$ cat src/logic/vec_cfg_pkg.sv
////////////////////////////////////////////////////////////
// Vector configuration types shared by the store buffer
// Element width codes, register length and lane word types
////////////////////////////////////////////////////////////
package vec_cfg_pkg;

  // Element width code, also the log2 of the element bytes
  typedef enum logic [1:0] {
    SEW8  = 2'd0,
    SEW16 = 2'd1,
    SEW32 = 2'd2
  } sew_e;

  typedef logic [31:0] lane_word_t;  // One lane RAM word
  typedef logic [7:0]  vlenb_t;      // Vector register length in bytes

  localparam int WORD_BYTES = 4;

endpackage

$ cat src/logic/mem_xfer_pkg.sv
////////////////////////////////////////////////////////////
// Memory write channel types for the store buffer
// Store types, byte addresses, transfer sizes and strobes
////////////////////////////////////////////////////////////
package mem_xfer_pkg;

  // Store addressing mode
  typedef enum logic {
    ST_UNIT    = 1'b0,
    ST_STRIDED = 1'b1
  } store_type_e;

  typedef logic [31:0] addr_t;       // Byte address
  typedef logic [15:0] xfer_size_t;  // Transfer length in bytes
  typedef logic [3:0]  strb_t;       // Byte strobe of one bus word

  localparam strb_t STRB_ALL = 4'b1111;

endpackage

$ cat src/logic/store_len_calc.sv
////////////////////////////////////////////////////////////
// Store length calculator
// Registers write beats, read beats and transfer size on cfg_update_i
////////////////////////////////////////////////////////////
`timescale 1ns/10ps

module store_len_calc #(
  parameter  int LANES = 4,
  parameter  int DEPTH = 8,
  localparam int WB_W  = $clog2(DEPTH * vec_cfg_pkg::WORD_BYTES + 1),
  localparam int RB_W  = $clog2(LANES * DEPTH * vec_cfg_pkg::WORD_BYTES + 1)
) (
  input  logic                      clk,
  input  logic                      rstn,
  input  logic                      cfg_update_i,
  input  vec_cfg_pkg::sew_e         sew_i,
  input  logic                      lmul_grow_i,
  input  logic [1:0]                lmul_shift_i,
  input  vec_cfg_pkg::vlenb_t       vlenb_i,
  input  mem_xfer_pkg::store_type_e store_type_i,
  output logic [WB_W-1:0]           wr_beats_o,
  output logic [RB_W-1:0]           rd_beats_o,
  output mem_xfer_pkg::xfer_size_t  xfer_size_o
);

  localparam int LSH = $clog2(LANES);

  mem_xfer_pkg::xfer_size_t total_bytes;
  mem_xfer_pkg::xfer_size_t elem_cnt;
  mem_xfer_pkg::xfer_size_t rd_beats_nxt;
  mem_xfer_pkg::xfer_size_t xfer_nxt;
  logic                     unit_mode;

  ////////////////////////////////////////////////////////////
  // Register group scaling

  assign total_bytes = lmul_grow_i ? (16'(vlenb_i) << lmul_shift_i)
                                   : (16'(vlenb_i) >> lmul_shift_i);
  assign elem_cnt    = total_bytes >> sew_i;  // Code is log2 of element bytes
  assign unit_mode   = (store_type_i == mem_xfer_pkg::ST_UNIT);

  // Unit stride moves whole words, strided moves one element per beat
  assign rd_beats_nxt = unit_mode ? (total_bytes >> 2) : elem_cnt;
  assign xfer_nxt     = unit_mode ? total_bytes : (16'd1 << sew_i);

  always_ff @(posedge clk) begin
    if (!rstn) begin
      wr_beats_o  <= '0;
      rd_beats_o  <= '0;
      xfer_size_o <= '0;
    end else if (cfg_update_i) begin
      wr_beats_o  <= WB_W'(elem_cnt >> LSH);  // All lanes deliver per beat
      rd_beats_o  <= RB_W'(rd_beats_nxt);
      xfer_size_o <= xfer_nxt;
    end
  end

endmodule

$ cat src/logic/lane_pack_writer.sv
////////////////////////////////////////////////////////////
// Lane pack writer
// Packs narrow lane elements into stream words and drives the lane RAM writes
////////////////////////////////////////////////////////////
`timescale 1ns/10ps

module lane_pack_writer #(
  parameter  int LANES = 4,
  parameter  int DEPTH = 8,
  localparam int WB_W  = $clog2(DEPTH * vec_cfg_pkg::WORD_BYTES + 1),
  localparam int RW    = $clog2(DEPTH)
) (
  input  logic                    clk,
  input  logic                    rstn,
  input  logic                    cntr_rst_i,
  input  logic                    wen_i,
  input  vec_cfg_pkg::sew_e       sew_i,
  input  logic [WB_W-1:0]         wr_beats_i,
  input  vec_cfg_pkg::lane_word_t lane_data_i [LANES],
  output mem_xfer_pkg::strb_t     wr_be_o     [LANES],
  output logic [RW-1:0]           wr_row_o,
  output vec_cfg_pkg::lane_word_t wr_data_o   [LANES],
  output logic                    not_empty_o,
  output logic                    write_done_o
);

  logic [WB_W-1:0] wr_cnt;  // Write beats taken since counter reset

  always_ff @(posedge clk) begin
    if (!rstn || cntr_rst_i) begin
      wr_cnt       <= '0;
      write_done_o <= 1'b0;
    end else if (wen_i) begin
      wr_cnt <= wr_cnt + 1'b1;
      if (wr_cnt + 1'b1 == wr_beats_i) begin
        write_done_o <= 1'b1;
      end
    end
  end

  assign not_empty_o = (wr_cnt != '0);

  // All words of one beat fall into the same row
  // SEW32 fills a row per beat, SEW16 every second, SEW8 every fourth
  assign wr_row_o = RW'(wr_cnt >> (2'd2 - sew_i));

  ////////////////////////////////////////////////////////////
  // Per RAM gather and byte enables

  for (genvar r = 0; r < LANES; r++) begin : g_lane
    localparam int G16 = r / (LANES / 2);  // Beat parity that hits this RAM
    localparam int J16 = r % (LANES / 2);  // Lane pair feeding this RAM
    localparam int G8  = r / (LANES / 4);
    localparam int J8  = r % (LANES / 4);

    logic                    hit;
    vec_cfg_pkg::lane_word_t gdata;

    always_comb begin
      case (sew_i)
        vec_cfg_pkg::SEW16: begin
          hit   = (int'(wr_cnt[0]) == G16);
          gdata = {lane_data_i[2*J16+1][15:0], lane_data_i[2*J16][15:0]};
        end
        vec_cfg_pkg::SEW8: begin
          hit   = (int'(wr_cnt[1:0]) == G8);
          gdata = {lane_data_i[4*J8+3][7:0], lane_data_i[4*J8+2][7:0],
                   lane_data_i[4*J8+1][7:0], lane_data_i[4*J8][7:0]};
        end
        default: begin
          hit   = 1'b1;  // One word per lane
          gdata = lane_data_i[r];
        end
      endcase
    end

    assign wr_be_o[r]   = (wen_i && hit) ? mem_xfer_pkg::STRB_ALL : 4'b0000;
    assign wr_data_o[r] = gdata;
  end

  // Lanes must not push past the configured vector length
  a_no_wen_after_done: assert property (
    @(posedge clk) disable iff (!rstn) wen_i |-> !write_done_o
  );

endmodule

$ cat src/logic/lane_buffer_ram.sv
////////////////////////////////////////////////////////////
// One lane of the store buffer
// Simple dual port RAM, byte writes, read register and stallable output register
////////////////////////////////////////////////////////////
`timescale 1ns/10ps

module lane_buffer_ram #(
  parameter  int DEPTH = 8,
  localparam int RW    = $clog2(DEPTH)
) (
  input  logic                    clk,
  input  logic                    rstn,
  input  mem_xfer_pkg::strb_t     wr_be_i,
  input  logic [RW-1:0]           wr_row_i,
  input  vec_cfg_pkg::lane_word_t wr_data_i,
  input  logic                    rd_en_i,
  input  logic [RW-1:0]           rd_row_i,
  input  logic                    out_en_i,
  input  logic                    out_clr_i,
  output vec_cfg_pkg::lane_word_t rd_data_o
);

  vec_cfg_pkg::lane_word_t mem [DEPTH];
  vec_cfg_pkg::lane_word_t rd_q;

  always_ff @(posedge clk) begin
    for (int b = 0; b < vec_cfg_pkg::WORD_BYTES; b++) begin
      if (wr_be_i[b]) begin
        mem[wr_row_i][8*b +: 8] <= wr_data_i[8*b +: 8];
      end
    end
    if (rd_en_i) begin
      rd_q <= mem[rd_row_i];  // First read stage
    end
  end

  // Output register, cleared by reset or flush
  always_ff @(posedge clk) begin
    if (!rstn || out_clr_i) begin
      rd_data_o <= '0;
    end else if (out_en_i) begin
      rd_data_o <= rd_q;
    end
  end

  a_row_in_range: assert property (
    @(posedge clk) disable iff (!rstn)
    ((|wr_be_i) -> (wr_row_i < DEPTH)) && (rd_en_i -> (rd_row_i < DEPTH))
  );

endmodule

$ cat src/logic/store_serializer.sv
////////////////////////////////////////////////////////////
// Store serializer toward the 32-bit memory write channel
// Picks lane and row per read beat, tracks the address, rotates and strobes data
////////////////////////////////////////////////////////////
`timescale 1ns/10ps

module store_serializer #(
  parameter  int LANES = 4,
  parameter  int DEPTH = 8,
  localparam int RB_W  = $clog2(LANES * DEPTH * vec_cfg_pkg::WORD_BYTES + 1),
  localparam int RW    = $clog2(DEPTH)
) (
  input  logic                      clk,
  input  logic                      rstn,
  input  logic                      cntr_rst_i,
  input  logic                      rd_en_i,
  input  logic                      stall_i,
  input  logic                      flush_i,
  input  vec_cfg_pkg::sew_e         sew_i,
  input  mem_xfer_pkg::store_type_e store_type_i,
  input  logic [RB_W-1:0]           rd_beats_i,
  input  logic                      addr_load_i,
  input  mem_xfer_pkg::addr_t       base_addr_i,
  input  mem_xfer_pkg::addr_t       stride_i,
  input  vec_cfg_pkg::lane_word_t   lane_rd_data_i [LANES],
  output logic                      ram_rd_en_o,
  output logic [RW-1:0]             ram_rd_row_o,
  output logic                      ram_out_en_o,
  output logic                      ram_out_clr_o,
  output vec_cfg_pkg::lane_word_t   wdata_o,
  output mem_xfer_pkg::strb_t       wstrb_o,
  output mem_xfer_pkg::addr_t       waddr_o,
  output logic                      wbeat_o,
  output logic                      read_done_o
);

  localparam int LSH = $clog2(LANES);

  logic [RB_W-1:0]     rd_cnt;
  logic [RB_W+1:0]     rd_pos;    // Stream byte position of the beat
  logic [RB_W-1:0]     rd_word;
  logic [LSH-1:0]      rd_lane;
  logic                strided;
  mem_xfer_pkg::addr_t base_q;
  mem_xfer_pkg::addr_t ofs_q;
  mem_xfer_pkg::addr_t cur_addr;
  mem_xfer_pkg::strb_t elem_strb;
  logic                s1_valid, s2_valid;
  logic [LSH-1:0]      s1_lane, s2_lane;
  logic [1:0]          s1_rot, s2_rot;
  mem_xfer_pkg::addr_t s1_addr, s2_addr;
  vec_cfg_pkg::lane_word_t sel_word;

  function automatic vec_cfg_pkg::lane_word_t rol_bytes(input vec_cfg_pkg::lane_word_t w,
                                                        input logic [1:0] n);
    case (n)
      2'd1:    return {w[23:0], w[31:24]};
      2'd2:    return {w[15:0], w[31:16]};
      2'd3:    return {w[7:0], w[31:8]};
      default: return w;
    endcase
  endfunction

  function automatic vec_cfg_pkg::lane_word_t strb_mask(input mem_xfer_pkg::strb_t s);
    vec_cfg_pkg::lane_word_t m;
    for (int i = 0; i < vec_cfg_pkg::WORD_BYTES; i++) begin
      m[8*i +: 8] = {8{s[i]}};
    end
    return m;
  endfunction

  ////////////////////////////////////////////////////////////
  // Read beat counter and lane RAM addressing

  assign strided  = (store_type_i == mem_xfer_pkg::ST_STRIDED);
  assign rd_pos   = strided ? ({2'b00, rd_cnt} << sew_i) : {rd_cnt, 2'b00};
  assign rd_word  = rd_pos[RB_W+1:2];
  assign rd_lane  = rd_word[LSH-1:0];          // Word w sits in lane w mod LANES
  assign cur_addr = strided ? (base_q + ofs_q) : base_q;

  assign ram_rd_en_o   = rd_en_i && !stall_i;
  assign ram_rd_row_o  = rd_word[LSH +: RW];
  assign ram_out_en_o  = s1_valid && !stall_i;
  assign ram_out_clr_o = flush_i;

  always_ff @(posedge clk) begin
    if (!rstn || cntr_rst_i) begin
      rd_cnt      <= '0;
      read_done_o <= 1'b0;
    end else if (rd_en_i) begin
      rd_cnt <= rd_cnt + 1'b1;
      if (rd_cnt + 1'b1 == rd_beats_i) begin
        read_done_o <= 1'b1;
      end
    end
  end

  // Element address, base plus accumulated stride
  always_ff @(posedge clk) begin
    if (addr_load_i) begin
      base_q <= base_addr_i;
      ofs_q  <= '0;
    end else if (rd_en_i && strided) begin
      ofs_q <= ofs_q + stride_i;
    end
  end

  ////////////////////////////////////////////////////////////
  // Two stage pipeline matching the RAM latency

  always_ff @(posedge clk) begin
    if (!rstn || flush_i) begin
      s1_valid <= 1'b0;
      s2_valid <= 1'b0;
    end else if (!stall_i) begin
      s1_valid <= rd_en_i;
      s2_valid <= s1_valid;
    end else begin
      s2_valid <= 1'b0;  // Beat already presented, data is held
    end
  end

  always_ff @(posedge clk) begin
    if (ram_rd_en_o) begin
      s1_lane <= rd_lane;
      s1_rot  <= strided ? (cur_addr[1:0] - rd_pos[1:0]) : 2'd0;
      s1_addr <= cur_addr;
    end
    if (ram_out_en_o) begin
      s2_lane <= s1_lane;
      s2_rot  <= s1_rot;
      s2_addr <= s1_addr;
    end
  end

  always_comb begin
    case (sew_i)
      vec_cfg_pkg::SEW8:  elem_strb = 4'b0001;
      vec_cfg_pkg::SEW16: elem_strb = 4'b0011;
      default:            elem_strb = 4'b1111;
    endcase
  end

  always_ff @(posedge clk) begin
    if (!rstn || flush_i) begin
      wstrb_o <= '0;
    end else if (ram_out_en_o) begin
      wstrb_o <= strided ? (elem_strb << s1_addr[1:0]) : mem_xfer_pkg::STRB_ALL;
    end
  end

  assign sel_word = lane_rd_data_i[s2_lane];
  assign wdata_o  = rol_bytes(sel_word, s2_rot) & strb_mask(wstrb_o);  // Unused bytes zero
  assign waddr_o  = s2_addr;
  assign wbeat_o  = s2_valid;

  a_no_read_in_stall: assert property (
    @(posedge clk) disable iff (!rstn) rd_en_i |-> !stall_i
  );

  a_strided_aligned: assert property (
    @(posedge clk) disable iff (!rstn)
    (s1_valid && strided) |-> ((s1_addr[1:0] & 2'((1 << sew_i) - 1)) == 2'b00)
  );

endmodule

$ cat src/logic/store_buffer_top.sv
////////////////////////////////////////////////////////////
// Vector store buffer top level
// Lanes write packed elements, the serializer streams them to memory
////////////////////////////////////////////////////////////
`timescale 1ns/10ps

module store_buffer_top #(
  parameter int LANES = 4,
  parameter int DEPTH = 8
) (
  input  logic                      clk,
  input  logic                      rstn,
  // Configuration
  input  logic                      cfg_update_i,
  input  vec_cfg_pkg::sew_e         sew_i,
  input  logic                      lmul_grow_i,
  input  logic [1:0]                lmul_shift_i,
  input  vec_cfg_pkg::vlenb_t       vlenb_i,
  input  mem_xfer_pkg::store_type_e store_type_i,
  input  logic                      cntr_rst_i,
  // Lane side
  input  logic                      wen_i,
  input  vec_cfg_pkg::lane_word_t   lane_data_i [LANES],
  // Memory side
  input  logic                      rd_en_i,
  input  logic                      stall_i,
  input  logic                      flush_i,
  input  logic                      addr_load_i,
  input  mem_xfer_pkg::addr_t       base_addr_i,
  input  mem_xfer_pkg::addr_t       stride_i,
  output vec_cfg_pkg::lane_word_t   wdata_o,
  output mem_xfer_pkg::strb_t       wstrb_o,
  output mem_xfer_pkg::addr_t       waddr_o,
  output logic                      wbeat_o,
  output mem_xfer_pkg::xfer_size_t  xfer_size_o,
  // Status
  output logic                      not_empty_o,
  output logic                      write_done_o,
  output logic                      read_done_o
);

  localparam int WB_W = $clog2(DEPTH * vec_cfg_pkg::WORD_BYTES + 1);
  localparam int RB_W = $clog2(LANES * DEPTH * vec_cfg_pkg::WORD_BYTES + 1);
  localparam int RW   = $clog2(DEPTH);

  logic [WB_W-1:0]         wr_beats;
  logic [RB_W-1:0]         rd_beats;
  mem_xfer_pkg::strb_t     wr_be        [LANES];
  logic [RW-1:0]           wr_row;
  vec_cfg_pkg::lane_word_t wr_data      [LANES];
  vec_cfg_pkg::lane_word_t lane_rd_data [LANES];
  logic                    ram_rd_en;
  logic [RW-1:0]           ram_rd_row;
  logic                    ram_out_en;
  logic                    ram_out_clr;

  store_len_calc #(.LANES(LANES), .DEPTH(DEPTH)) u_len_calc (
    .clk, .rstn, .cfg_update_i, .sew_i, .lmul_grow_i, .lmul_shift_i, .vlenb_i,
    .store_type_i, .wr_beats_o(wr_beats), .rd_beats_o(rd_beats), .xfer_size_o
  );

  lane_pack_writer #(.LANES(LANES), .DEPTH(DEPTH)) u_writer (
    .clk, .rstn, .cntr_rst_i, .wen_i, .sew_i, .wr_beats_i(wr_beats), .lane_data_i,
    .wr_be_o(wr_be), .wr_row_o(wr_row), .wr_data_o(wr_data), .not_empty_o, .write_done_o
  );

  for (genvar l = 0; l < LANES; l++) begin : g_ram
    lane_buffer_ram #(.DEPTH(DEPTH)) u_ram (
      .clk, .rstn, .wr_be_i(wr_be[l]), .wr_row_i(wr_row), .wr_data_i(wr_data[l]),
      .rd_en_i(ram_rd_en), .rd_row_i(ram_rd_row), .out_en_i(ram_out_en),
      .out_clr_i(ram_out_clr), .rd_data_o(lane_rd_data[l])
    );
  end

  store_serializer #(.LANES(LANES), .DEPTH(DEPTH)) u_serializer (
    .clk, .rstn, .cntr_rst_i, .rd_en_i, .stall_i, .flush_i, .sew_i, .store_type_i,
    .rd_beats_i(rd_beats), .addr_load_i, .base_addr_i, .stride_i,
    .lane_rd_data_i(lane_rd_data), .ram_rd_en_o(ram_rd_en), .ram_rd_row_o(ram_rd_row),
    .ram_out_en_o(ram_out_en), .ram_out_clr_o(ram_out_clr),
    .wdata_o, .wstrb_o, .waddr_o, .wbeat_o, .read_done_o
  );

endmodule

$ cat config.mk
export PLATFORM = sky130hd
export DESIGN_NAME = store_buffer_top
export DESIGN_NICKNAME = d
export VERILOG_FILES = /design/src/logic/vec_cfg_pkg.sv /design/src/logic/mem_xfer_pkg.sv /design/src/logic/store_len_calc.sv /design/src/logic/lane_pack_writer.sv /design/src/logic/lane_buffer_ram.sv /design/src/logic/store_serializer.sv /design/src/logic/store_buffer_top.sv
export SDC_FILE = /design/constraint.sdc
export NUM_CORES = 2
export LEC_CHECK = 0
export ABC_AREA = 1
export ABC_CLOCK_PERIOD_IN_PS = 10400
export BUFFER_PORTS_ARGS = -buffer_cell sky130_fd_sc_hd__buf_2
export CAP_MARGIN = 20
export CORE_MARGIN = 2
export CORE_UTILIZATION = 62
export CTS_BUF_LIST = sky130_fd_sc_hd__clkbuf_8 sky130_fd_sc_hd__clkbuf_16
export CTS_CLUSTER_DIAMETER = 40
export DETAILED_ROUTE_END_ITERATION = 10
export PLACE_DENSITY_LB_ADDON = 0.08
export SETUP_SLACK_MARGIN = 0.3
export SYNTH_ARGS = -nofsm -noshare
export SYNTH_HDL_FRONTEND = slang
export SYNTH_SLANG_ARGS = --single-unit
$ cat constraint.sdc
create_clock -name clk -period 10.4 [get_ports clk]
set_input_delay 2.08 -clock clk [delete_from_list [all_inputs] [get_ports clk]]
set_output_delay 2.08 -clock clk [all_outputs]
set_load 0.01 [all_outputs]
### Yosys cells after proc, flatten, opt, wreduce, memory -nomap -nowiden

Memory sizes are Yosys's and may differ from the RTL's. A register that Yosys moved wholly into a read port is not among the register bits.
Index checks and enable logic that the tools add are counted.

* multiplexer cells: 55
* bitwise logic cells: 3
* eq/ne operators: 9
* reductions and logical operators: 17
* magnitude comparators: 1
* shift-type cells: 7
* $add $sub $neg: 6

Operator list (count)
* 32-bit case mux with 2 select lines: 4
* 32-bit two-way mux: 3
* 32-bit case mux with 3 select lines: 1
* 32-bit adder: 2
* 32-bit binary-select mux with 2-bit select: 1
* 32-bit bitwise AND: 1
* 1-bit two-way mux: 32
* 16-bit two-way mux: 2
* 4-bit two-way mux: 5
* 1-bit by 2-bit << shifter with 16-bit output (first input constant): 1
* 8-bit by 2-bit << shifter with 16-bit output: 1
* 16-bit by 2-bit >> shifter with 8-bit output: 1
* 8-bit by 2-bit >> shifter with 16-bit output: 1
* 8-bit by 1-bit adder with 8-bit output (second input constant): 1
* 2-bit == test (second input constant): 4
* 8-bit == test: 1
* 8-bit two-way mux: 1
* 1-bit case mux with 2 select lines: 4
* 4-bit case mux with 2 select lines: 1
* 8-bit by 2-bit << shifter with 7-bit output: 1
* 1-bit logical AND: 7
* 7-bit two-way mux: 1
* 6-bit by 1-bit adder with 6-bit output (second input constant): 1
* 2-bit by 1-bit == test with 1-bit output (second input constant): 3
* 14 further kinds: 18

* memories kept: 4
* flip-flop bits (word level): 316
* logic and storage cells: 124
* RAM bits: 1024
* input port bits: 215
* output and inout port bits: 88

Memories
* g_ram[0].u_ram.mem: words 8, bits a word 32, rd ports 1, clocked after Yosys merged registers in 1, write ports 1, RTL line lane_buffer_ram.sv:23 `vec_cfg_pkg::lane_word_t mem [DEPTH];`
* g_ram[1].u_ram.mem: words 8, bits a word 32, rd ports 1, clocked after Yosys merged registers in 1, write ports 1, RTL line lane_buffer_ram.sv:23
* g_ram[2].u_ram.mem: words 8, bits a word 32, rd ports 1, clocked after Yosys merged registers in 1, write ports 1, RTL line lane_buffer_ram.sv:23
* g_ram[3].u_ram.mem: words 8, bits a word 32, rd ports 1, clocked after Yosys merged registers in 1, write ports 1, RTL line lane_buffer_ram.sv:23

### Longest topological paths before layout

* word-level depth: 6
* depth in mapped cells: 14

### Modules after synthesis

A second synthesis with hierarchy kept.

* cells, all modules: 7993
* area total of the unflattened synthesis: 69713.1 um2

Modules (own cells, without submodules)
* lane_buffer_ram: area each 13337.8 um2, times used 4, cells an instance 1327, sequential area each 9288.9 um2
* store_serializer: area each 12131.6 um2, times used 1, cells an instance 1873, sequential area each 4063.9 um2
* lane_pack_writer: area each 2591.2 um2, times used 1, cells an instance 529, sequential area each 140.1 um2
* store_len_calc: area each 1639.1 um2, times used 1, cells an instance 283, sequential area each 500.5 um2

### Worst setup path after synthesis

OpenSTA, ideal clock, no wires.

* path type: input to register
* start: in rd_en_i
* end: reg g_ram[0].u_ram.rd_q[0], read port of g_ram[0].u_ram.mem (enable)
* arrival: 9.009 ns
* setup slack: 0.699 ns
* buffers on the path: 0
* library setup time: 0.691 ns
* stages on the path: 2
* cell sequence: inv_1 -> nor2_1

* word-level cells in the longest chain between the ends: 1

RTL lines
* from (decl): RTL line store_buffer_top.sv:25 `input logic rd_en_i,`
* 1-bit logical AND: RTL line store_serializer.sv:81 `assign ram_rd_en_o = rd_en_i && !stall_i;`
* net g_ram[0].u_ram.rd_en_i: RTL line lane_buffer_ram.sv:16 `input logic rd_en_i,`
* to (decl): RTL line lane_buffer_ram.sv:24 `vec_cfg_pkg::lane_word_t rd_q;`

The timed path passes the listed nets, and every way through them passes these cells.
A chain may end at the register's enable or synchronous reset.

### Final worst setup path

* start: in sew_i[0]
* end: mem g_ram[2].u_ram.mem[4][17] in the netlist's numbering (enable)

* word-level cells in the longest chain between the ends: 6
* elaborated cells on any way between the ends: 9
* classes of those cells: add/sub: 1; eq/ne: 1; shift: 1; mux: 4; reduce/logical: 2

RTL lines
* from (decl): RTL line store_buffer_top.sv:15 `input vec_cfg_pkg::sew_e sew_i,`
* 2-bit by 1-bit == test with 1-bit output / 2-bit zero test (equally long branches): RTL line lane_pack_writer.sv:60 `case (sew_i)`
* 1-bit case mux with 2 select lines: RTL line lane_pack_writer.sv:60
* 1-bit logical AND: RTL line lane_pack_writer.sv:77 `assign wr_be_o[r] = (wen_i && hit) ? mem_xfer_pkg::STRB_ALL : 4'b0000;`
* 4-bit two-way mux: RTL line lane_pack_writer.sv:77
* 1-bit two-way mux: RTL line lane_buffer_ram.sv:28 `if (wr_be_i[b]) begin`
* 1-bit two-way mux (implied by the code): RTL line lane_buffer_ram.sv:29 `mem[wr_row_i][8*b +: 8] <= wr_data_i[8*b +: 8];`
* to (decl): RTL line lane_buffer_ram.sv:23

Parallel ways exist; a longest one is shown, timed or not.

==> reports/results.ini <==
[status]
status=complete, no violations

[die]
rows=119
die-area_um2=108900
die_w_um=330.0
core_um2=105300
io_pins=303
die_h_um=330.0
start_util=0.6259

[run]
cap_violations=0

[critical_path]
crit_path_end_kind=register
worstPathRequired_ps=10780
cp_top_family=buffers and inverters
critPathBufInv=6
critical-path-slowest-cell=nand2_2
cp_slowest_stage_delay_ps=790
cp-start-kind=input port
arrival_ps=6860
cp_common_cell=buf_4
path_cells=buf_2 > inv_1 > ha_1 > buf_4 > inv_4 > buf_4 > nand2_2 > o21ai_0 > o21ai_2 > nor2_4 > buf_4
cp_max_fo=81
path_class=input port to register

[clock_network]
htreeDepth=4
clock_latency_ps=770
clk_path_buf_depth=3
cts_setup_buffers=0
root_buffer=clkbuf_16
ctsHoldBuffers=0
clk_pin_slew_ps=50
cts_sinks=1463
cts_inserted_buffers=173
cts_tree=done
cts-resized-gates=0

[yosys]
synth_area_per_cell_um2=9.727
synth_area_um2=65880
synthFlopType=edfxtp_1
synthCells=6773
seq_area_frac_synth=0.6354
ys_types=42
ys.warnings.count=0
ys_ff_latch=1463
async_flop_share=0
synth-edff-count=1256

[routing]
vias_per_cell=5.773
drc_errors=0
postRouteWirelength_um=186500
num_vias=49170
drt_iter0_drc=5983
wl_per_cell_um=21.90
postRouteAntennaNets=0
first_pass_iters=6

[global_routing]
grt_pass1_vias=44600
grt_usage=0.3416
grt_overflow=0
grt_pass1_wl_um=273100
grt_max_degree=275
antenna_found_initial=8

[sta]
rsz0062_at_grt=false
fmax_mhz=154.5
hold_viol=0
worst_slew_pin_slew_ps=1427
relSlewSlack=0.04848
setup_viol=0
period_share=0.6225
drv_slew=0
setup_ws_ps=3926
fin_setup_tns_ps=0
period_needed_ps=6474
hold_slack_ps=414.9
fin_skew_ps=33.99

[placement]
preCtsSetupSlack_ps=3379
place_area_um2=68580
portBuffers=297
gp_congestion=0.9958
hpwl_um=123000

[layout]
final_nets=7271
area_growth_syn_to_layout_pct=13.25
drive_above_1_share=0.09839
fillers=7721
final_cell_area_um2=74610

[power_and_ir_drop]
power_density_nw_per_um2=190.4
p_leak_uw=0.03094
peakVddDrop_mv=0.1976

[worst_hold_path]
hp-class=register to register

==> stage by stage <==
stage | util | std cells | power (uW)
6_report | 0.7088 | 8517 | 14210
4_1_cts | 0.7067 | 8501 | 14200
5_1_grt | 0.7088 | 8516 | 14640
3_5_place_dp | 0.6515 | 8182 | 8239
2_1_floorplan | - | 6777 | 7743
3_3_place_gp | 0.6491 | 8171 | 8194
==> registers in the layout, indices dropped and copies added (netlist names), 8 cells and up <==
name                    flops
u_serializer.ofs_q         32
u_serializer.base_q        32
u_len_calc.xfer_size_o     11
g_ram.u_ram.rd_data_o     128
g_ram.u_ram.mem          1024
u_serializer.rd_cnt         8
u_serializer.s1_addr       32
u_len_calc.rd_beats_o       8
g_ram.u_ram.rd_q          128
u_serializer.waddr_o       32
==> final cells by class <==
type	count	area [um^2]	area share
Sequential cell	1463	41860	0.5610
Multi-Input combinational cell	4013	19180	0.2570
Clock buffer	185	4539	0.06084
Inverter	961	3620	0.04851
Timing Repair Buffer	369	2405	0.03223
Tap cell	1391	1740	0.02333
Clock inverter	134	1269	0.01700
Antenna cell	1	2.502	0.00003354
==> cells in the final DEF, fill, tap and decap left out, types with 69 or more instances in the layout <==
cell type  count
buf_2        297
ha_1          73
inv_1        976
dfxtp_1      207
edfxtp_1    1256
o21ai_1      129
nand2_1     2060
o211ai_1     262
nor2_1       187
nand3_1      241
o21ai_0      415
o22ai_1       69
clkbuf_16    177
a21oi_1      404
==> per-layer routing <==
layer | up-vias | share of wire | global-route usage
met3 | 436 | 0.11 | 0.07254
li1 | 23100 | - | -
met5 | - | 0.00013 | 0
met1 | 23140 | 0.39 | 0.4675
met4 | 4 | 0.051 | 0.1657
met2 | 2493 | 0.45 | 0.5249
==> power by group <==
part	total (uW)	internal [uW]	switching, uW
clock	6040	3620	2420
sequential	6740	6650	88.2
combinational	1420	386	1030
total	14200	10700	3540
==> cell usage after synthesis (7+ instances only) <==
cell	number	area share
nand2_1	2062	0.12
edfxtp_1	1256	0.57
inv_1	949	0.054
o21ai_0	415	0.032
a21oi_1	405	0.031
o211ai_1	262	0.030
nand3_1	241	0.018
nor2_1	223	0.013
dfxtp_1	207	0.063
clkbuf_1	170	0.0097
o21ai_1	132	0.010
buf_2	117	0.0089
ha_1	73	0.014
o22ai_1	69	0.0066
buf_1	24	0.0014
buf_4	21	0.0024
xor2_1	19	0.0025
nor3_1	18	0.0014
xnor2_1	15	0.0020
nand4_1	13	0.0012
nand3b_1	9	0.0010
a41oi_1	8	0.0011
buf_6	8	0.0014
o221ai_1	8	0.0011
clkinv_1	7	0.00040
==> worst register-to-register path, cell delays in order, from the launching register on <==
cell	delay (ps)
dfxtp_1	440
inv_2	100
nand2_1	80
o21ai_2	70
nand2_1	120
nand3_4	580
buf_12	520
o211ai_1	940
o21ai_0	130
nand2_1	100
nand2_1	170
==> cells by family after synthesis <==
logic type / synth area share
buffers and inverters: 0.07845
adders and majority gates: 0.01447
DFF: 0.6354
xor gates and xnor gates: 0.004862
other: 0.00005692
and+or+nand+nor: 0.1536
AOI/OAI and AO/OA: 0.1131
==> final timing paths <==
kind                                               start                         to  slack (ps)  cells after the start
worst min-delay path            u_serializer.s1_addr[30]   u_serializer.waddr_o[30]         410                      0
worst max-delay path                            sew_i[0]  g_ram[2].u_ram.mem[4][17]        3930                     11
worst max register to register    u_serializer.rd_cnt[3]    g_ram[0].u_ram.rd_q[19]        6830                     10
worst min register to register  u_serializer.s1_addr[30]   u_serializer.waddr_o[30]         410                      0
No activity file was read; power rests on OpenSTA's default activity.
